$ cat src/soc_timer_config.svh
`ifndef SOC_TIMER_CONFIG_SVH
`define SOC_TIMER_CONFIG_SVH

// Timer bank size

`define NUM_TIMERS		4		// Timer instances on the CSR bus

// Bus and counter widths
`define DATA_WIDTH		32		// CSR data word and counter width
`define CSR_ADDR_WIDTH	14		// Word address, low 2 bits pick the register

// Register select field
`define REG_SEL_WIDTH	2		// Bits [1:0] of the word address

// Cycles the internal reset is held once hard_reset is gone
`define RESET_HOLD		64

// Status register bit that reflects and clears the pending flag
`define STATUS_PENDING_BIT	0

`endif

$ cat src/csr_pkg.sv
`include "soc_timer_config.svh"

package csr_pkg;

	// One CSR bus request, one cycle wide
	typedef struct packed {
		logic							stb;	// Request strobe
		logic							we;		// 1 write, 0 read
		logic [`CSR_ADDR_WIDTH-1:0]		addr;	// Word address
		logic [`DATA_WIDTH-1:0]			data;	// Write data
	} csr_req_t;

	// Response back to the master
	typedef struct packed {
		logic							valid;	// One per accepted request
		logic [`DATA_WIDTH-1:0]			rdata;	// Zero for writes
	} csr_rsp_t;

	// Control register layout, enable sits in bit 0
	typedef struct packed {
		logic	irq_enable;		// Bit 2
		logic	autoreload;		// Bit 1
		logic	enable;			// Bit 0
	} timer_ctrl_t;

	// Register select, address bits [1:0]
	typedef enum logic [`REG_SEL_WIDTH-1:0] {
		REG_CTRL	= 2'd0,
		REG_COMPARE	= 2'd1,
		REG_COUNT	= 2'd2,
		REG_STATUS	= 2'd3
	} csr_reg_e;

endpackage

$ cat src/reset_stretch.sv
`include "soc_timer_config.svh"

module reset_stretch (
	input  logic	sys_clk,
	input  logic	hard_reset,		// Async, active high
	output logic	sys_rst_o		// Stretched internal reset
);

	// Wide enough to hold the full hold length
	localparam int unsigned CNT_W = $clog2(`RESET_HOLD + 1);

	logic [CNT_W-1:0]	hold_cnt;

	// Loaded while hard_reset is up, then runs down once per cycle
	always_ff @(posedge sys_clk or posedge hard_reset) begin
		if (hard_reset) begin
			hold_cnt <= CNT_W'(`RESET_HOLD);
		end else if (hold_cnt != '0) begin
			hold_cnt <= hold_cnt - CNT_W'(1);	// Stops at zero
		end
	end

	// High until the count reaches zero
	assign sys_rst_o = (hold_cnt != '0);

	// Release only after the last count step
	// A count of two or more must still hold reset on the next cycle
	a_hold_until_zero: assert property (
		@(posedge sys_clk) disable iff (hard_reset)
		(hold_cnt > CNT_W'(1)) |=> sys_rst_o
	) else $error("reset_stretch: sys_rst_o fell early");

	// Once released it stays released until the next hard reset
	a_no_rearm: assert property (
		@(posedge sys_clk) disable iff (hard_reset)
		!sys_rst_o |=> !sys_rst_o
	) else $error("reset_stretch: sys_rst_o rose without hard_reset");

endmodule

$ cat src/wb_csr_bridge.sv
module wb_csr_bridge (
	input  logic				sys_clk,
	input  logic				hard_reset,
	input  logic				sys_rst_i,	// Requests dropped while high
	input  csr_pkg::csr_req_t	req_i,		// Master request with a one-cycle strobe
	output csr_pkg::csr_req_t	bus_o		// CSR bus to every timer
);
	import csr_pkg::*;

	logic		stb_q;		// Registered strobe
	csr_req_t	req_q;		// Registered payload

	// Strobe stage
	// No back-pressure, so a new request may land every cycle
	always_ff @(posedge sys_clk or posedge hard_reset) begin
		if (hard_reset) begin
			stb_q <= 1'b0;
		end else begin
			stb_q <= req_i.stb & ~sys_rst_i;	// Discard during reset hold
		end
	end

	// Payload stage
	// Loaded only with a strobe and held otherwise
	always_ff @(posedge sys_clk) begin
		if (req_i.stb) begin
			req_q <= req_i;
		end
	end

	// Bus view
	// Captured payload with the strobe from the reset-aware stage
	always_comb begin
		bus_o		= req_q;
		bus_o.stb	= stb_q;
	end

	// Nothing reaches the bus while the system is held in reset
	// The strobe was registered a cycle earlier, so this also covers the release edge
	a_no_stb_in_reset: assert property (
		@(posedge sys_clk) disable iff (hard_reset)
		sys_rst_i |-> !bus_o.stb
	) else $error("wb_csr_bridge: bus strobe during reset hold");

endmodule

$ cat src/csr_timer.sv
`include "soc_timer_config.svh"

module csr_timer #(
	parameter int unsigned INDEX = 0		// Timer number in address bits [13:2]
) (
	input  logic					sys_clk,
	input  logic					hard_reset,
	input  logic					sys_rst_i,
	input  csr_pkg::csr_req_t		bus_i,
	output logic [`DATA_WIDTH-1:0]	rdata_o,	// Zero unless this timer was read
	output logic					irq_o		// Level, pending and enabled
);
	import csr_pkg::*;

	localparam int unsigned IDX_W = `CSR_ADDR_WIDTH - `REG_SEL_WIDTH;

	// Timer state
	timer_ctrl_t				ctrl;
	logic [`DATA_WIDTH-1:0]		compare;
	logic [`DATA_WIDTH-1:0]		count;
	logic						pending;

	// Decode
	logic		hit;
	csr_reg_e	sel;
	logic		rd;
	logic		wr_ctrl;
	logic		wr_cmp;
	logic		wr_cnt;
	logic		wr_stat;
	logic		match;

	// Read path
	logic [`DATA_WIDTH-1:0]		rd_val;
	logic [`DATA_WIDTH-1:0]		rdata_q;
	logic						rd_hit_q;

	always_comb begin
		hit		= bus_i.stb &&
				  (bus_i.addr[`CSR_ADDR_WIDTH-1:`REG_SEL_WIDTH] == IDX_W'(INDEX));
		sel		= csr_reg_e'(bus_i.addr[`REG_SEL_WIDTH-1:0]);
		rd		= hit && !bus_i.we;
		wr_ctrl	= hit && bus_i.we && (sel == REG_CTRL);
		wr_cmp	= hit && bus_i.we && (sel == REG_COMPARE);
		wr_cnt	= hit && bus_i.we && (sel == REG_COUNT);
		wr_stat	= hit && bus_i.we && (sel == REG_STATUS);
		match	= ctrl.enable && (count == compare);	// Expiry this cycle
	end

	// Register mux, values before this edge's update
	always_comb begin
		rd_val = '0;
		case (sel)
			REG_CTRL:		rd_val[$bits(timer_ctrl_t)-1:0] = ctrl;
			REG_COMPARE:	rd_val = compare;
			REG_COUNT:		rd_val = count;
			REG_STATUS:		rd_val[`STATUS_PENDING_BIT] = pending;
			default:		rd_val = '0;
		endcase
	end

	// Count step first, bus writes after so they win on the same edge
	always_ff @(posedge sys_clk or posedge hard_reset) begin
		if (hard_reset) begin
			ctrl	<= '0;
			compare	<= '0;
			count	<= '0;
			pending	<= 1'b0;
		end else if (sys_rst_i) begin
			ctrl	<= '0;
			compare	<= '0;
			count	<= '0;
			pending	<= 1'b0;
		end else begin
			if (ctrl.enable) begin
				if (match) begin
					count	<= '0;				// Wrap on compare
					pending	<= 1'b1;
					if (!ctrl.autoreload)
						ctrl.enable <= 1'b0;	// One-shot stops here
				end else begin
					count <= count + 1'b1;
				end
			end
			if (wr_ctrl)
				ctrl <= timer_ctrl_t'(bus_i.data[$bits(timer_ctrl_t)-1:0]);
			if (wr_cmp)
				compare <= bus_i.data;
			if (wr_cnt)
				count <= bus_i.data;
			if (wr_stat && bus_i.data[`STATUS_PENDING_BIT])
				pending <= 1'b0;				// Clear beats a set
		end
	end

	// Read capture, hit flag is control, data is payload
	always_ff @(posedge sys_clk or posedge hard_reset) begin
		if (hard_reset)
			rd_hit_q <= 1'b0;
		else if (sys_rst_i)
			rd_hit_q <= 1'b0;
		else
			rd_hit_q <= rd;
	end

	always_ff @(posedge sys_clk) begin
		if (rd)
			rdata_q <= rd_val;
	end

	assign rdata_o	= rd_hit_q ? rdata_q : '0;	// Other timers contribute zero
	assign irq_o	= pending & ctrl.irq_enable;

	// Stepping never carries count past a nonzero compare
	a_cnt_bound: assert property (
		@(posedge sys_clk) disable iff (hard_reset)
		(ctrl.enable && compare != '0 && count <= compare && !wr_cnt && !wr_cmp)
			|=> (count <= compare)
	) else $error("csr_timer %0d: count passed compare", INDEX);

	// Interrupt rides on pending, a status clear drops it next cycle
	a_irq_clear: assert property (
		@(posedge sys_clk) disable iff (hard_reset)
		(wr_stat && bus_i.data[`STATUS_PENDING_BIT]) |=> !irq_o
	) else $error("csr_timer %0d: irq survived a pending clear", INDEX);

endmodule

$ cat src/csr_collect.sv
`include "soc_timer_config.svh"

module csr_collect (
	input  logic									sys_clk,
	input  logic									hard_reset,
	input  logic									sys_rst_i,
	input  csr_pkg::csr_req_t						bus_i,		// Same bus the timers see
	input  logic [`NUM_TIMERS-1:0][`DATA_WIDTH-1:0]	rdata_i,	// Per-timer read data
	input  logic [`NUM_TIMERS-1:0]					irq_i,		// Per-timer irq levels
	output csr_pkg::csr_rsp_t						rsp_o,
	output logic									irq_o
);

	// Stage matching the timers' read capture
	logic	stb_q;
	logic	we_q;

	// Response stage
	logic						valid_q;
	logic						irq_q;
	logic [`DATA_WIDTH-1:0]		rdata_or;
	logic [`DATA_WIDTH-1:0]		rdata_q;

	// Only the addressed timer drives non-zero data
	always_comb begin
		rdata_or = '0;
		for (int i = 0; i < `NUM_TIMERS; i++)
			rdata_or |= rdata_i[i];
	end

	always_ff @(posedge sys_clk or posedge hard_reset) begin
		if (hard_reset) begin
			stb_q	<= 1'b0;
			valid_q	<= 1'b0;
			irq_q	<= 1'b0;
		end else if (sys_rst_i) begin
			stb_q	<= 1'b0;
			valid_q	<= 1'b0;
			irq_q	<= 1'b0;
		end else begin
			stb_q	<= bus_i.stb;
			valid_q	<= stb_q;			// Reads and writes both answered
			irq_q	<= |irq_i;
		end
	end

	always_ff @(posedge sys_clk) begin
		we_q	<= bus_i.we;
		rdata_q	<= we_q ? '0 : rdata_or;	// Writes return zero
	end

	assign rsp_o = '{valid: valid_q, rdata: rdata_q};
	assign irq_o = irq_q;

endmodule

$ cat src/timer_soc_top.sv
`include "soc_timer_config.svh"

module timer_soc_top (
	input  logic				sys_clk,
	input  logic				hard_reset,		// Async, active high
	input  csr_pkg::csr_req_t	req_i,			// Master request, one-cycle strobe
	output csr_pkg::csr_rsp_t	rsp_o,			// Fixed three-cycle latency
	output logic				irq_o,			// OR of timer interrupts
	output logic				rst_busy_o		// Reset hold in progress
);
	import csr_pkg::*;

	logic										sys_rst;		// Stretched reset
	csr_req_t									csr_bus;		// Bridge to timers
	logic [`NUM_TIMERS-1:0][`DATA_WIDTH-1:0]	timer_rdata;
	logic [`NUM_TIMERS-1:0]						timer_irq;

	// Holds everything in reset for a while after hard_reset
	reset_stretch i_reset_stretch (
		.sys_clk	( sys_clk		),
		.hard_reset	( hard_reset	),
		.sys_rst_o	( sys_rst		)
	);

	// Master to CSR bus
	wb_csr_bridge i_bridge (
		.sys_clk	( sys_clk		),
		.hard_reset	( hard_reset	),
		.sys_rst_i	( sys_rst		),
		.req_i		( req_i			),
		.bus_o		( csr_bus		)
	);

	// Timer bank, each decodes its own index
	for (genvar gi = 0; gi < `NUM_TIMERS; gi++) begin : g_timer
		csr_timer #(
			.INDEX		( gi			)
		) i_timer (
			.sys_clk	( sys_clk			),
			.hard_reset	( hard_reset		),
			.sys_rst_i	( sys_rst			),
			.bus_i		( csr_bus			),
			.rdata_o	( timer_rdata[gi]	),
			.irq_o		( timer_irq[gi]		)
		);
	end

	// Read data and interrupt merge
	csr_collect i_collect (
		.sys_clk	( sys_clk		),
		.hard_reset	( hard_reset	),
		.sys_rst_i	( sys_rst		),
		.bus_i		( csr_bus		),
		.rdata_i	( timer_rdata	),
		.irq_i		( timer_irq		),
		.rsp_o		( rsp_o			),
		.irq_o		( irq_o			)
	);

	assign rst_busy_o = sys_rst;

endmodule

$ cat config.mk
export PLATFORM = sky130hd
export DESIGN_NAME = timer_soc_top
export DESIGN_NICKNAME = d
export VERILOG_FILES = /design/src/csr_pkg.sv /design/src/reset_stretch.sv /design/src/wb_csr_bridge.sv /design/src/csr_timer.sv /design/src/csr_collect.sv /design/src/timer_soc_top.sv
export VERILOG_INCLUDE_DIRS = /design/src
export SDC_FILE = /design/constraint.sdc
export NUM_CORES = 1
export LEC_CHECK = 0
export BUFFER_PORTS_ARGS = -buffer_cell sky130_fd_sc_hd__buf_2
export CORE_MARGIN = 2
export CORE_UTILIZATION = 30
export CTS_CLUSTER_DIAMETER = 60
export CTS_CLUSTER_SIZE = 28
export DETAILED_ROUTE_END_ITERATION = 7
export HOLD_SLACK_MARGIN = 0.05
export PLACE_DENSITY = 0.44
export SLEW_MARGIN = 0
export SYNTH_ARGS = -nofsm -noshare
export SYNTH_HDL_FRONTEND = slang
export SYNTH_SLANG_ARGS = --single-unit
export TNS_END_PERCENT = 10
$ cat constraint.sdc
create_clock -name sys_clk -period 10.4 [get_ports sys_clk]
set_clock_uncertainty 0.2 [all_clocks]
set_input_delay 0.52 -clock sys_clk [delete_from_list [all_inputs] [get_ports sys_clk]]
set_output_delay 0.52 -clock sys_clk [all_outputs]
set_load 0.02 [all_outputs]
==> metrics.yaml <==
run_status:
  status: "finished clean"
finish:
  layout_common_cells: "nand2_1 (400), dfrtp_1 (286), a21oi_1 (278)"
  area_growth_pct: 13.9
  ff_latch_area_um2: 13100
  drive_gt1_frac: 0.107
  layout.cells.most_common: "nand2_1"
  nFillCells: 8760
  final_nets: 2755
  fin_cells: 3882
  multiInputGateArea_um2: 11600
pwr:
  power.leakage_uw: 0.0107
  power_density_nw_per_um2: 148
  ir_drop_uv: 112
yosys:
  synth_top_cell_area_share: 0.278
  synth-edff-count: 175
  synth_top_cell_by_area: "dfrtp_1"
  synth.cell_area_um2: 25800
  netlist_instances: 2712
  postSynthAreaPerCell_um2: 9.50
  synthArstFlopShare: 0.580
  synth.distinct_cells: 85
  synth_area_leaders: "dfrtp_1 (28%), edfxtp_1 (20%), nand2_1 (5.8%), a22oi_1 (5.6%), a21oi_1 (5.4%)"
  ys_seq_elements: 495
  syn_nets: 2773
  yosysSeqAreaShare: 0.508
  yosys_warnings: 0
  synth_ff_type: "dfrtp_1"
global_route:
  grt_use_met3: 0.0641
  busiest_layer: "met1"
  met2_usage: 0.319
  grt_pass1_wl_mm: 151
  antenna_found_initial: 7
  overflow: 0
  grt_use_total: 0.231
  grt_use_met1: 0.347
  grt_max_degree: 144
  grt_pass1_vias: 20585
timing:
  slew_headroom: 0.155
  min_period_ns: 4.16
  setup_viol: 0
  clock.fmax_mhz: 240
  worst_pin_slew_ns: 1.27
  final_hold_viol_count: 0
  fin_tns_setup_ns: 0
  rsz0062_at_grt: "no"
  drv_slew: 0
  fin_crit_sh: 0.400
detailed_routing:
  routedWlPerCell_um: 26.8
  vias: 21698
  first_pass_iters: 7
  vias_per_cell: 5.59
  totalWireLength_mm: 104
  route.detailed.drc: 0
  drtAntennaViolNets: 0
  drt_first_iter_violations: 2564
floorplan:
  num_rows: 107
  start_util: 0.303
  die-height_um: 297
  core_area_um2: 85100
  die_w_um: 297
  die_area_um2: 88200
  boundaryPins: 85
worst_setup_path:
  cp-start-kind: "flop"
  critical_path_class: "flop to flop"
  end_kind: "flop"
  crit_required_ns: 10.70
  arrival_ns: 4.46
  cp_max_fo: 74
cts:
  cts.sinks: 495
  clk_pin_slew_ns: 0.07
  cts_tree: "yes"
  cts_resized: 0
  clk_latency_ns: 0.64
  cts-root-buf: "clkbuf_16"
  cts_max_path_buffers: 3
  htreeDepth: 2
  numCtsBuffers: 52
hold_path:
  min_path_type: "flop to flop"
run:
  maxCapViolations: 0
place:
  io_buffers: 84
  routabilityCongestion: 0.881
  dpl.hpwl_mm: 68.1
  placedCellCount: 3736
-- per-layer routing --
layer	wire [um]	share of wire
met2	42500	0.41
met4	3050	0.029
met5	13	0.00012
met3	9910	0.095
met1	48700	0.47
-- power by group --
group	switching, uW	leakage [uW]	internal (uW)	total (uW)
clock network	987	0.000887	1030	2020
logic	135	0.00433	60.6	196
registers	81.0	0.00547	2030	2110
-- cells in the mapped netlist, types with 13 or more instances --
library cell	n
a22oi_1	191
clkbuf_1	176
nor2_1	107
a21oi_1	278
and3_1	66
nand2b_1	13
nor4_1	27
or3_1	18
nor2b_1	119
edfxtp_1	175
o21ai_0	107
dfxtp_1	33
nand4_1	43
dfrtp_1	286
o22ai_1	23
nor3_1	54
a31oi_1	25
buf_2	53
nand2_1	400
xor2_1	78
inv_1	37
nand3_1	79
xnor2_1	80
-- final timing paths --
kind	slack, ns	startpoint	endpoint	depth (start not counted)
setup reg to reg	6.24	i_reset_stretch.hold_cnt[0]$_DFFE_PP0N_	g_timer[0].i_timer.count[31]$_DFFE_PP0P_	11
min in group asynchronous	0.34	hard_reset	i_reset_stretch.hold_cnt[2]$_DFFE_PP0N_	3
setup / recovery	6.24	i_reset_stretch.hold_cnt[0]$_DFFE_PP0N_	g_timer[0].i_timer.count[31]$_DFFE_PP0P_	11
hold reg to reg	0.28	i_collect.stb_q$_DFF_PP0_	i_collect.valid_q$_DFF_PP0_	1
hold / removal	0.28	i_collect.stb_q$_DFF_PP0_	i_collect.valid_q$_DFF_PP0_	1
max in group asynchronous	8.20	hard_reset	g_timer[0].i_timer.count[7]$_DFFE_PP0P_	4
-- metrics by stage --
stage | instance area (um^2) | setup WS (ns) | hold slack [ns] | total power (uW) | util
2_1_floorplan | 25800 | 1.76 | 0.182 | 2200 | -
6_report | 29300 | 6.24 | 0.278 | 4330 | 0.345
5_1_grt | 29300 | 6.06 | 0.306 | 4460 | 0.344
4_1_cts | 29300 | 6.25 | 0.290 | 4370 | 0.344
3_5_place_dp | 27000 | 6.27 | 0.263 | 2330 | 0.317
3_3_place_gp | 27000 | 6.28 | 0.269 | 2330 | 0.317
-- registers in the layout, summed over array words and instances, names as in the netlist, 4 cells and up --
name / cells
g_timer.i_timer.compare: 128
i_reset_stretch.hold_cnt: 7
g_timer.i_timer.count: 128
g_timer.i_timer.ctrl: 12
i_bridge.bus_o: 47
g_timer.i_timer.pending: 4
g_timer.i_timer.rd_hit_q: 4
g_timer.i_timer.rdata_q: 128
i_collect.rdata_q: 32
-- cell families (layout without fill, tap and decap cells) --
logic type | after synthesis | after routing | synth area share
fa+ha+maj | 11 | 11 | 0.00534
xor+xnor | 158 | 158 | 0.0537
simple gates | 1004 | 1004 | 0.199
compound gates | 743 | 743 | 0.182
other cells | 0 | 1 | 0
buf+inv | 286 | 311 | 0.0456
mux | 15 | 15 | 0.00612
flops | 495 | 495 | 0.508
-- critical path, cell delays in order, from the launching register on --
cell	delay (ns)
dfrtp_1	0.39
inv_1	0.06
ha_1	0.21
or4b_1	0.28
nor3_4	0.06
buf_12	0.23
inv_6	0.52
buf_4	0.66
buf_4	0.74
a21oi_1	0.13
a31o_1	0.24
a22o_1	0.17
-- final cells by class --
cell class                      count  area share
Clock inverter                     44      0.0176
Antenna cell                        1   0.0000853
Multi-Input combinational cell   1931       0.394
Timing Repair Buffer              175      0.0426
Clock buffer                       53      0.0445
Inverter                           39     0.00542
Tap cell                         1144      0.0488
Sequential cell                   495       0.447
-- repair_timing --
item / in CTS / in global routing
setup buffers: 0 / 0
endpoints found under the hold margin: 134 / 0
hold buffers: 48 / 0
Power figures use the tool's default switching activity.
